$ cat src/verilog/softmax_macros.svh
`ifndef SOFTMAX_MACROS_SVH
`define SOFTMAX_MACROS_SVH

// vector length, power of two (sorter and tree also fine with 8)
`define SM_N 4

`define SM_W 32
`define SM_FRAC 10

// base-2 conversion constants in Q.10
`define SM_LOG2E 1477
`define SM_LN2 710

// accept edge to out_valid: sort 4 + expsum 4 + ln 2 + res 3
`define SM_LATENCY 13

`endif

$ cat src/verilog/softmax_pkg.sv
`default_nettype none

`include "softmax_macros.svh"

package softmax_pkg;

    // sequencer stages, shared by the controller and the datapath
    typedef enum logic [3:0] {
        ST_IDLE,
        ST_SORT,
        ST_EXPSUM,
        ST_LN,
        ST_RES,
        ST_HOLD
    } sm_stage_e;

    // raw integer score
    typedef logic signed [`SM_W-1:0] score_t;

    // Q22.10
    typedef logic signed [`SM_W-1:0] fix_t;

endpackage

`default_nettype wire

$ cat src/verilog/softmax_ctrl_if.sv
`timescale 1ns/1ps
`default_nettype none

interface softmax_ctrl_if;

    softmax_pkg::sm_stage_e stage;
    logic                   sort_done; // from max_sort
    logic                   sum_done;  // from sum_add_tree
    logic                   ln_done;   // from ln_unit

    modport ctrl (
        output stage,
        input  sort_done,
        input  sum_done,
        input  ln_done
    );

    modport dp_sort (
        input  stage,
        output sort_done
    );

    modport dp_arith (
        input  stage,
        output sum_done,
        output ln_done
    );

endinterface

`default_nettype wire

$ cat src/verilog/softmax_controller.sv
`timescale 1ns/1ps
`default_nettype none

module softmax_controller (
    input  logic clk,
    input  logic rst,
    input  logic in_valid,
    input  logic out_ready,
    output logic in_ready,
    output logic out_valid,
    softmax_ctrl_if.ctrl ctl
);

    localparam logic [1:0] RES_LAST = 2'd2; // 2 exp cycles + output register

    softmax_pkg::sm_stage_e state_q;
    softmax_pkg::sm_stage_e state_d;
    logic [1:0]             res_cnt;

    always_comb begin
        state_d = state_q;
        case (state_q)
            softmax_pkg::ST_IDLE:   if (in_valid) state_d = softmax_pkg::ST_SORT;
            softmax_pkg::ST_SORT:   if (ctl.sort_done) state_d = softmax_pkg::ST_EXPSUM;
            softmax_pkg::ST_EXPSUM: if (ctl.sum_done) state_d = softmax_pkg::ST_LN;
            softmax_pkg::ST_LN:     if (ctl.ln_done) state_d = softmax_pkg::ST_RES;
            softmax_pkg::ST_RES:    if (res_cnt == RES_LAST) state_d = softmax_pkg::ST_HOLD;
            softmax_pkg::ST_HOLD:   if (out_ready) state_d = softmax_pkg::ST_IDLE;
            default:                state_d = softmax_pkg::ST_IDLE;
        endcase
    end

    always_ff @(posedge clk) begin
        if (rst) begin
            state_q <= softmax_pkg::ST_IDLE;
            res_cnt <= '0;
        end else begin
            state_q <= state_d;
            if (state_q == softmax_pkg::ST_RES) begin
                res_cnt <= res_cnt + 2'd1;
            end else begin
                res_cnt <= '0;
            end
        end
    end

    assign ctl.stage = state_q;
    assign in_ready  = (state_q == softmax_pkg::ST_IDLE);
    assign out_valid = (state_q == softmax_pkg::ST_HOLD);

    // the three datapath blocks never finish on the same cycle
    a_one_done: assert property (@(posedge clk) disable iff (rst)
        $onehot0({ctl.sort_done, ctl.sum_done, ctl.ln_done}));

endmodule

`default_nettype wire

$ cat src/verilog/max_sort.sv
`timescale 1ns/1ps
`default_nettype none

`include "softmax_macros.svh"

module max_sort (
    input  logic clk,
    input  logic rst,
    input  softmax_pkg::score_t [`SM_N-1:0] scores,
    softmax_ctrl_if.dp_sort ctl,
    output softmax_pkg::score_t xmax
);

    localparam int N  = `SM_N;
    localparam int CW = $clog2(N);
    localparam logic [CW-1:0] LAST = CW'(N - 1);

    logic [CW-1:0]       cnt;   // phase number
    softmax_pkg::score_t arr [N];
    softmax_pkg::score_t src [N];
    softmax_pkg::score_t nxt [N];
    logic                active;

    assign active = (ctl.stage == softmax_pkg::ST_SORT);

    // phase 0 works straight on the loaded scores
    always_comb begin
        for (int i = 0; i < N; i++) begin
            src[i] = (cnt == '0) ? scores[i] : arr[i];
        end
        nxt = src;
        for (int i = 0; i + 1 < N; i++) begin
            if ((i % 2) == int'(cnt[0]) && src[i] > src[i+1]) begin // even/odd pairs
                nxt[i]   = src[i+1];
                nxt[i+1] = src[i];
            end
        end
    end

    always_ff @(posedge clk) begin
        if (rst) begin
            cnt <= '0;
        end else if (active) begin
            cnt <= cnt + 1'b1;
        end else begin
            cnt <= '0;
        end
    end

    always_ff @(posedge clk) begin
        if (active) begin
            arr <= nxt;
        end
    end

    assign ctl.sort_done = active && (cnt == LAST);
    assign xmax          = arr[N-1]; // ascending, max at top

    for (genvar g = 0; g < N; g++) begin : g_chk
        a_max: assert property (@(posedge clk) disable iff (rst)
            ctl.sort_done |=> xmax >= scores[g]);
    end

endmodule

`default_nettype wire

$ cat src/verilog/exp_unit.sv
`timescale 1ns/1ps
`default_nettype none

`include "softmax_macros.svh"

module exp_unit (
    input  logic clk,
    input  logic rst,
    input  softmax_pkg::score_t x,
    input  softmax_pkg::score_t xmax,
    input  softmax_pkg::fix_t lnf,
    input  logic use_ln,
    output softmax_pkg::fix_t y
);

    localparam int W         = `SM_W;
    localparam int FB        = `SM_FRAC;
    localparam int MAX_SHIFT = 20;
    localparam logic signed [2*W-1:0] LOG2E = `SM_LOG2E;

    logic signed [W-1:0]   diff_q10;
    logic signed [W-1:0]   z_in;
    logic signed [2*W-1:0] prod;
    softmax_pkg::fix_t     z_q;     // exponent in base 2, Q.10
    logic signed [W-1:0]   k;
    logic [FB-1:0]         f;
    logic signed [W-1:0]   nk;
    logic [W-1:0]          mant;
    logic [W-1:0]          y_c;

    // stage 1: z = (x - xmax [- lnF]) * log2 e
    always_comb begin
        diff_q10 = (x - xmax) <<< FB;
        z_in     = use_ln ? diff_q10 - lnf : diff_q10;
        prod     = z_in * LOG2E;
    end

    always_ff @(posedge clk) begin
        z_q <= prod[W+FB-1:FB];
    end

    // stage 2: 2^z = (1 + f) * 2^k with k <= 0
    always_comb begin
        k    = z_q >>> FB;
        f    = z_q[FB-1:0];
        nk   = -k;
        mant = W'((1 << FB) + f);
        if (nk > MAX_SHIFT) begin
            y_c = '0; // underflow
        end else if (nk <= 0) begin
            y_c = mant;
        end else begin
            y_c = mant >> nk[4:0];
        end
    end

    always_ff @(posedge clk) begin
        if (rst) begin
            y <= '0;
        end else begin
            y <= softmax_pkg::fix_t'(y_c);
        end
    end

endmodule

`default_nettype wire

$ cat src/verilog/sum_add_tree.sv
`timescale 1ns/1ps
`default_nettype none

`include "softmax_macros.svh"

module sum_add_tree (
    input  logic clk,
    input  logic rst,
    input  softmax_pkg::fix_t [`SM_N-1:0] terms,
    softmax_ctrl_if.dp_arith ctl,
    output softmax_pkg::fix_t f_sum
);

    localparam int N       = `SM_N;
    localparam int LVL     = $clog2(N);
    localparam int EXP_LAT = 2;       // exp outputs settle after this
    localparam int CW      = $clog2(LVL + EXP_LAT);
    localparam logic [CW-1:0] RUN_FROM = CW'(EXP_LAT);
    localparam logic [CW-1:0] LAST     = CW'(EXP_LAT + LVL - 1);

    logic [CW-1:0]     cnt;
    logic              run;
    softmax_pkg::fix_t tree [2*N-1]; // heap order, root at 0

    always_ff @(posedge clk) begin
        if (rst) begin
            cnt <= '0;
        end else if (ctl.stage == softmax_pkg::ST_EXPSUM) begin
            cnt <= cnt + 1'b1;
        end else begin
            cnt <= '0;
        end
    end

    assign run = (ctl.stage == softmax_pkg::ST_EXPSUM) && (cnt >= RUN_FROM);

    for (genvar i = 0; i < N; i++) begin : g_leaf
        assign tree[N-1+i] = terms[i];
    end

    for (genvar i = 0; i < N - 1; i++) begin : g_node
        softmax_pkg::fix_t sum_q;
        always_ff @(posedge clk) begin
            if (run) begin
                sum_q <= tree[2*i+1] + tree[2*i+2];
            end
        end
        assign tree[i] = sum_q;
    end

    assign ctl.sum_done = (ctl.stage == softmax_pkg::ST_EXPSUM) && (cnt == LAST);
    assign f_sum        = tree[0];

endmodule

`default_nettype wire

$ cat src/verilog/ln_unit.sv
`timescale 1ns/1ps
`default_nettype none

`include "softmax_macros.svh"

module ln_unit (
    input  logic clk,
    input  logic rst,
    input  softmax_pkg::fix_t f_sum,
    softmax_ctrl_if.dp_arith ctl,
    output softmax_pkg::fix_t lnf
);

    localparam int W  = `SM_W;
    localparam int FB = `SM_FRAC;
    localparam int PW = $clog2(W);
    localparam logic signed [W-1:0] LN2 = `SM_LN2;

    logic                active;
    logic                second;   // second LN cycle
    logic [W-1:0]        f_u;
    logic [PW-1:0]       p_c;
    logic [PW-1:0]       p_q;
    logic [FB-1:0]       m_c;
    logic [FB-1:0]       m_q;
    logic signed [W-1:0] e_c;
    logic signed [W-1:0] log2f;
    logic signed [W-1:0] prod;

    assign active = (ctl.stage == softmax_pkg::ST_LN);

    always_ff @(posedge clk) begin
        if (rst) begin
            second <= 1'b0;
        end else begin
            second <= active && !second;
        end
    end

    // leading one and the ten bits under it
    always_comb begin
        f_u = f_sum;
        p_c = '0;
        for (int i = 0; i < W; i++) begin
            if (f_u[i]) p_c = PW'(i);
        end
        if (p_c >= PW'(FB)) begin
            m_c = FB'(f_u >> (p_c - PW'(FB)));
        end else begin
            m_c = FB'(f_u << (PW'(FB) - p_c));
        end
    end

    always_comb begin
        e_c   = $signed(W'(p_q)) - FB;
        log2f = (e_c <<< FB) + $signed(W'(m_q));
        prod  = log2f * LN2; // ln F = log2 F * ln 2
    end

    always_ff @(posedge clk) begin
        if (active && !second) begin
            p_q <= p_c;
            m_q <= m_c;
        end
        if (active && second) begin
            lnf <= prod >>> FB;
        end
    end

    assign ctl.ln_done = active && second;

endmodule

`default_nettype wire

$ cat src/verilog/softmax.sv
`timescale 1ns/1ps
`default_nettype none

`include "softmax_macros.svh"

module softmax (
    input  logic clk,
    input  logic rst,
    input  logic in_valid,
    input  softmax_pkg::score_t [`SM_N-1:0] in_data,
    output logic in_ready,
    output logic out_valid,
    output softmax_pkg::fix_t [`SM_N-1:0] out_data,
    input  logic out_ready
);

    softmax_pkg::score_t [`SM_N-1:0] in_q;
    softmax_pkg::fix_t [`SM_N-1:0]   exp_y;
    softmax_pkg::fix_t [`SM_N-1:0]   out_q;
    softmax_pkg::score_t             xmax;
    softmax_pkg::fix_t               f_sum;
    softmax_pkg::fix_t               lnf;
    logic                            use_ln;

    softmax_ctrl_if ctl ();

    softmax_controller u_softmax_controller (
        .clk       (clk),
        .rst       (rst),
        .in_valid  (in_valid),
        .out_ready (out_ready),
        .in_ready  (in_ready),
        .out_valid (out_valid),
        .ctl       (ctl.ctrl)
    );

    always_ff @(posedge clk) begin
        if (in_valid && in_ready) begin
            in_q <= in_data;
        end
    end

    max_sort u_max_sort (
        .clk    (clk),
        .rst    (rst),
        .scores (in_q),
        .ctl    (ctl.dp_sort),
        .xmax   (xmax)
    );

    assign use_ln = (ctl.stage == softmax_pkg::ST_RES); // second pass subtracts ln F

    for (genvar i = 0; i < `SM_N; i++) begin : g_exp
        exp_unit u_exp_unit (
            .clk    (clk),
            .rst    (rst),
            .x      (in_q[i]),
            .xmax   (xmax),
            .lnf    (lnf),
            .use_ln (use_ln),
            .y      (exp_y[i])
        );
    end

    sum_add_tree u_sum_add_tree (
        .clk   (clk),
        .rst   (rst),
        .terms (exp_y),
        .ctl   (ctl.dp_arith),
        .f_sum (f_sum)
    );

    ln_unit u_ln_unit (
        .clk   (clk),
        .rst   (rst),
        .f_sum (f_sum),
        .ctl   (ctl.dp_arith),
        .lnf   (lnf)
    );

    // last capture lands as the stage moves to hold
    always_ff @(posedge clk) begin
        if (use_ln) begin
            out_q <= exp_y;
        end
    end

    assign out_data = out_q;

    // result stays offered and unchanged until taken
    a_out_hold: assert property (@(posedge clk) disable iff (rst)
        out_valid && !out_ready |=> out_valid && $stable(out_data));

endmodule

`default_nettype wire

$ cat config.mk
export PLATFORM = sky130hd
export DESIGN_NAME = softmax
export DESIGN_NICKNAME = d
export VERILOG_FILES = /design/src/verilog/softmax_pkg.sv /design/src/verilog/softmax_ctrl_if.sv /design/src/verilog/softmax_controller.sv /design/src/verilog/max_sort.sv /design/src/verilog/exp_unit.sv /design/src/verilog/sum_add_tree.sv /design/src/verilog/ln_unit.sv /design/src/verilog/softmax.sv
export VERILOG_INCLUDE_DIRS = /design/src /design/src/verilog
export SDC_FILE = /design/constraint.sdc
export NUM_CORES = 2
export LEC_CHECK = 0
export ABC_AREA = 1
export BUFFER_PORTS_ARGS = -buffer_cell sky130_fd_sc_hd__clkbuf_2
export CAP_MARGIN = 25
export CORE_MARGIN = 1.5
export CORE_UTILIZATION = 35
export DETAILED_ROUTE_END_ITERATION = 6
export GPL_TIMING_DRIVEN = 0
export PLACE_DENSITY = 0.61
export SETUP_SLACK_MARGIN = 0.05
export SLEW_MARGIN = 25
export SYNTH_ARGS = -nofsm -noshare
export SYNTH_HDL_FRONTEND = slang
export SYNTH_SLANG_ARGS = --single-unit
$ cat constraint.sdc
create_clock -name clk -period 12.8 [get_ports clk]
set_input_delay 2.56 -clock clk [delete_from_list [all_inputs] [get_ports clk]]
set_output_delay 2.56 -clock clk [all_outputs]
set_load 0.01 [all_outputs]
# Word level (Yosys, flattened, before mapping)

Cells that the tools add are included.
W data, S select, Z words.

Shifts and indexed selects: 6
Order comparisons: 13
$add $sub $neg: 26
Eq/ne operators: 14
Reduce and logical (&&, ||, !) cells: 20
Mux-type cells: 54
Bitwise gates (word level): 4
$mul: 5

Operator list:

| kind                     | number |
|---|---|
| $mux W32                 | 12 |
| $mux W64                 | 3 |
| $mul A32 B12 Y42 const B | 4 |
| $mux W5                  | 30 |
| $gt A32 B6 Y1 const B    | 4 |
| $le A32 B1 Y1 const B    | 4 |
| $neg A22 Y32             | 4 |
| $shr A32 B5 Y32          | 4 |
| $sub A32 B22 Y32         | 4 |
| $add A32 B32 Y32         | 3 |
| $gt A32 B32 Y1           | 3 |
| $sub A22 B22 Y22         | 4 |
| $add A11 B10 Y12 const A | 4 |
| $add A32 B11 Y32         | 1 |
| $mul A32 B10 Y31 const B | 1 |
| $shl A32 B5 Y10          | 1 |
| $shr A32 B5 Y10          | 1 |
| $mux W4                  | 6 |
| $pmux W4 S6              | 1 |
| $reduce_or A2 Y1         | 7 |
| $mux W10                 | 1 |
| $ne A2 B2 Y1 const B     | 5 |
| $logic_and A1 B1 Y1      | 9 |
| $eq A4 B2 Y1 const B     | 2 |
| other kinds (16)         | 24 |

Word-level logic and storage cells: 173
Output and inout port bits: 130
Register bits: 784
Input bits: 132

# Depth between registers and ports, before layout

Depth in word-level cells: 34
Gate-level depth with buffers: 47
Gate-level depth less buffers: 47

# Worst setup path after synthesis

No wires, ideal clock.

Kind: register to register
Start: register u_softmax_controller.state_q[0] (netlist: u_softmax_controller.ctl.stage[0])
End: register u_softmax_controller.state_q[1] (netlist: u_softmax_controller.ctl.stage[1])
Path slack: 2211 ps
Required time: 12713 ps
Buffers on the path: 0
Period minus slack after synthesis: 10589 ps
Stages on the path, launching flop included: 5
Arrival: 10502 ps
Setup time: 87 ps
Cells stage by stage: dfxtp_1 > inv_1 > nor3_1 > o311ai_0 > inv_1

Longest elaborated chain between the ends: 4
Elaborated cells on any way between the ends: 17
Classes of those cells: eq/ne: 11; mux: 1; reduce/logical: 5

RTL lines:

| what                                          | RTL line                                          | text |
|---|---|---|
| from (decl)                                   | softmax_controller.sv:16                          | `softmax_pkg::sm_stage_e state_q;` |
| from (signal assigned)                        | softmax_controller.sv:35                          | `state_q <= softmax_pkg::ST_IDLE;` |
| from (signal assigned)                        | softmax_controller.sv:38                          | `state_q <= state_d;` |
| $eq A4 B2 Y1 (tied with other cells)          | softmax_controller.sv:22, ln_unit.sv:30           |  |
| $logic_and A1 B1 Y1, on equally long branches | ln_unit.sv:70, max_sort.sv:56, sum_add_tree.sv:51 |  |
| $ne A2 B2 Y1 (no source line)                 | -                                                 |  |
| $reduce_and A6 Y1 (no source line)            | -                                                 |  |

Parallel ways exist; a longest one is shown, timed or not.
A chain may end at the register's enable or synchronous reset.

# Final worst setup path

Start: register u_max_sort.arr, in the netlist u_max_sort.xmax[0]
End: register g_exp[0].u_exp_unit.z_q[31]

Longest elaborated chain between the ends: 4

RTL lines:

| what                             | RTL line       | text |
|---|---|---|
| from (decl)                      | max_sort.sv:19 | `softmax_pkg::score_t arr [N];` |
| from (signal assigned)           | max_sort.sv:52 | `arr <= nxt;` |
| $sub A22 B22 Y22 (*)             | exp_unit.sv:33 | `diff_q10 = (x - xmax) <<< FB;` |
| $sub A32 B22 Y32                 | exp_unit.sv:34 | `z_in = use_ln ? diff_q10 - lnf : diff_q10;` |
| $mux W32 (*)                     | exp_unit.sv:34 |  |
| $mul A32 B12 Y42 (*)             | exp_unit.sv:35 | `prod = z_in * LOG2E;` |
| via g_exp[0].u_exp_unit.prod[41] | exp_unit.sv:23 | `logic signed [2*W-1:0] prod;` |
| to (signal assigned)             | exp_unit.sv:39 | `z_q <= prod[W+FB-1:FB];` |
| to (decl)                        | exp_unit.sv:24 | `softmax_pkg::fix_t z_q;` |

The timed path passes the listed nets; every way through them passes the cells marked *.

==> results by group <==
Detailed routing
  – DR vias: 56300
  – Via/cell ratio: 5.00
  – Routed wire length: 207000 um
  – DRT antenna net count: 0
  – Initial DRC Count: 4031
  – Remaining DRCs: 0
  – Wire per inst: 18.4 um
  – DRT Pass-1 Iters: 6

Logic synthesis
  – Syn avg cell area: 7.77 um2
  – Synth Area in Compound Gates: 0.116
  – Post-Synth XOR/XNOR Area: 0.0449
  – Yosys reg bits: 555
  – Top cell type's share of synthesized area: 0.172
  – Post-synthesis mux area share: 0.00123
  – Post-synthesis sequential area ratio: 0.228
  – Adder-cell share of the synthesized area: 0.303
  – Async set-or-reset flop fraction in the synthesized netlist: 0
  – Yosys cell types: 79
  – Ys flop type: edfxtp_1
  – Area leader, netlist: edfxtp_1
  – EDFF count, synth: 373
  – Post-Synth Simple-Gate Area: 0.196
  – Synth area leaders: edfxtp_1 17%, ha_1 16%, fa_1 14%, nand2_1 9.8%, inv_1 9.1%
  – Cell Area, Synth: 0.0651 mm2
  – Main combinational cell family by area after synthesis: adder cells
  – Synth Warn #: 0
  – Cell count after synthesis: 8375

Global route
  – Wire length of the first global-routing pass: 317000 um
  – Vias in the first global route: 55300
  – Initial antenna violation count: 7
  – Total track usage: 0.218
  – GR Overflow Total: 0
  – Largest net degree at the start of global routing: 54

Critical path
  – WP data arrival: 9.80 ns
  – Req. time, crit path: 13.36 ns
  – Reg-to-reg startpoint: u_max_sort.xmax[0]
  – Reg-to-reg endpoint: g_exp[0].u_exp_unit.z_q[31]
  – Reg2Reg Depth: 37
  – Max incr delay on CP: 0.76 ns
  – CP Max Fanout: 6
  – Worst Setup Start Kind: flip-flop
  – Flop2flop setup slack: 3.56 ns
  – Setup crit end kind: flip-flop
  – Setup CP Type: reg2reg
  – Crit-path most repeated cell: nand2_1
  – Slowest CP cell: o21ai_0

Die
  – Die area: 0.189 mm2
  – Row count: 158
  – Chip height: 434 um
  – Core area: 0.185 mm2
  – Initial Util: 0.352
  – Num ports: 262
  – Die Wd: 434 um

Timing
  – Final setup viols: 0
  – Setup ws final: 3.56 ns
  – Worst Max-Slew Pin Slew: 1.15 ns
  – Clock skew: 0.0479 ns
  – Max frequency: 108 MHz
  – Final worst-path cycle share: 0.722
  – Slew headroom: 0.227
  – RSZ-0062 raised after global routing: false
  – Hold Vio Cnt, Final: 0
  – Slew Viols, Final: 0
  – Final worst path period need: 9.24 ns

Place
  – Detailed Place HPWL: 177000 um
  – Count of input and output buffers: 177
  – GPL Wtd Cong: 0.969
  – Setup slack at placement: 3.64 ns

CTS
  – Clock latency at the later pin of the worst-skew pair: 0.71 ns
  – Post-CTS Resized: 0
  – Num CTS Buffers: 67
  – CTS tree: yes
  – H-tree depth: 3
  – Maximum clock insertion buffer count: 3
  – Root buffer cell: clkbuf_16
  – CTS Hold Buffers Added: 0
  – Clock sink count: 555
  – Clk slew on worst S/H paths: 0.06 ns
  – Post-CTS Setup Repair Bufs: 0

Outcome
  – Status: complete, no violations

Cells and area
  – Nets@finish: 10200
  – Filler instances: 19100
  – Commonest non-fill, non-tap cell in the layout: nand2_1
  – Reg area: 0.0148 mm2
  – Commonest cells after routing, fill and taps aside: 1707 x nand2_1, 1583 x inv_1, 850 x ha_1
  – Multi-input logic area: 0.0434 mm2
  – Layout cell share with drive strength beyond 1: 0.0653
  – Synthesis-to-layout area growth: 10.9%

Hold path
  – Hold Crit Start: u_softmax_controller.res_cnt[0]
  – Min-Delay Path Class: reg2reg
  – Worst Hold Depth: 1
  – Hold EP: u_softmax_controller.res_cnt[0]

Run
  – Max-cap violations: 0
==> sequential cells by signal, indices dropped and copies added, names as in the netlist <==
signal,cells
u_sum_add_tree.cnt,2
u_softmax_controller.res_cnt,2
u_max_sort.arr,96
out_data,44
u_softmax_controller.ctl.stage,3
u_ln_unit.second,1
u_sum_add_tree.g_node.sum_q,24
u_ln_unit.lnf,22
u_ln_unit.m_q,10
u_sum_add_tree.f_sum,13
u_max_sort.xmax,32
g_exp.u_exp_unit.y,44
g_exp.u_exp_unit.z_q,128
in_q,128
u_max_sort.cnt,2
u_ln_unit.p_q,4
==> critical path, delay by kind of cell (launching register included) <==
family	cells	cell delay (ns)
XOR/XNOR	3	0.58
flip-flops	1	0.57
AND/OR/NAND/NOR	12	1.80
AO/OA/AOI/OAI	9	2.29
buffers and inverters	4	0.21
adder cells (fa/ha/maj)	9	3.61
==> synthesized netlist by cell type (3+ instances only) <==
cell type     n
nand2_4       4
a21oi_1     502
nand3_1     377
xor2_1      223
a31o_2       10
nor3_1       81
o31ai_1       9
a21o_1       46
a21boi_0      7
nor3b_1       3
nand3_2       5
or2_2        34
buf_4        88
buf_1        16
nand2_2      17
inv_1      1584
nand4_1     176
clkbuf_1     86
xnor2_1     111
mux2i_1       8
fa_1        454
o21ai_4       3
o211ai_1     19
o21ai_1      21
nor3_2        4
nor2_2       11
nand3b_1      7
buf_2        33
nand2_1    1707
nor4_1       22
dfxtp_1     182
inv_2         8
edfxtp_1    373
and3_1        5
o221ai_1     16
ha_1        850
o21ai_0     548
nor2_1      527
and2_1        5
o21ai_2      12
o21bai_1     41
a31oi_1      44
a211oi_1     21
o21a_1       30
==> kinds of logic after synthesis <==
logic type	count (synthesis)
XOR/XNOR	334
AND/OR/NAND/NOR	2999
other	1
multiplexers	8
flip-flops	555
adder cells (fa/ha/maj)	1304
buffers and inverters	1818
AO/OA/AOI/OAI	1356
==> worst max-delay path by stage <==
stage	start	end	slack, ns	depth (start not counted)
after floorplan	u_softmax_controller.ctl.stage[0]	u_softmax_controller.ctl.stage[1]	2.21	4
after global placement	u_softmax_controller.ctl.stage[0]	u_softmax_controller.ctl.stage[1]	-3.13	4
after detailed placement	u_max_sort.xmax[0]	g_exp[2].u_exp_unit.z_q[31]	3.64	38
after CTS	u_max_sort.xmax[0]	g_exp[0].u_exp_unit.z_q[31]	3.60	37
after global routing	u_max_sort.xmax[0]	g_exp[0].u_exp_unit.z_q[31]	2.94	37
final	u_max_sort.xmax[0]	g_exp[0].u_exp_unit.z_q[31]	3.56	37
==> routing by layer <==
layer	up-vias	wire (um)	global-route usage
met5	-	11	0
met1	26500	90700	0.280
met2	1600	97300	0.371
li1	27900	-	-
met4	2	9520	0.0920
met3	356	9660	0.0227
==> metrics by stage <==
stage / hold slack, ns / util / instances / TNS, ns / instance area [um2]
after global routing: 0.455 / 0.390 / 11300 / 0 / 72200
after global placement: 0.410 / 0.375 / 11100 / -263.55 / 69400
final: 0.431 / 0.390 / 11300 / 0 / 72200
after detailed placement: 0.427 / 0.378 / 11200 / 0 / 69900
after floorplan: 0.398 / - / 8458 / 0 / 65400
after CTS: 0.436 / 0.390 / 11300 / 0 / 72200
==> cell type report <==
class | instances | area share
diodes | 2 | 0.0000693
plain buffers | 225 | 0.0171
clock buffers | 78 | 0.0244
clock inverters | 45 | 0.00739
inverters | 1593 | 0.0829
multi-input cells | 6085 | 0.601
flip-flops and latches | 555 | 0.206
well taps | 2480 | 0.0430
repair buffers | 215 | 0.0182
Power is not shown: default switching activity piles up to over one toggle a cycle in this logic, so the estimate is an artifact.
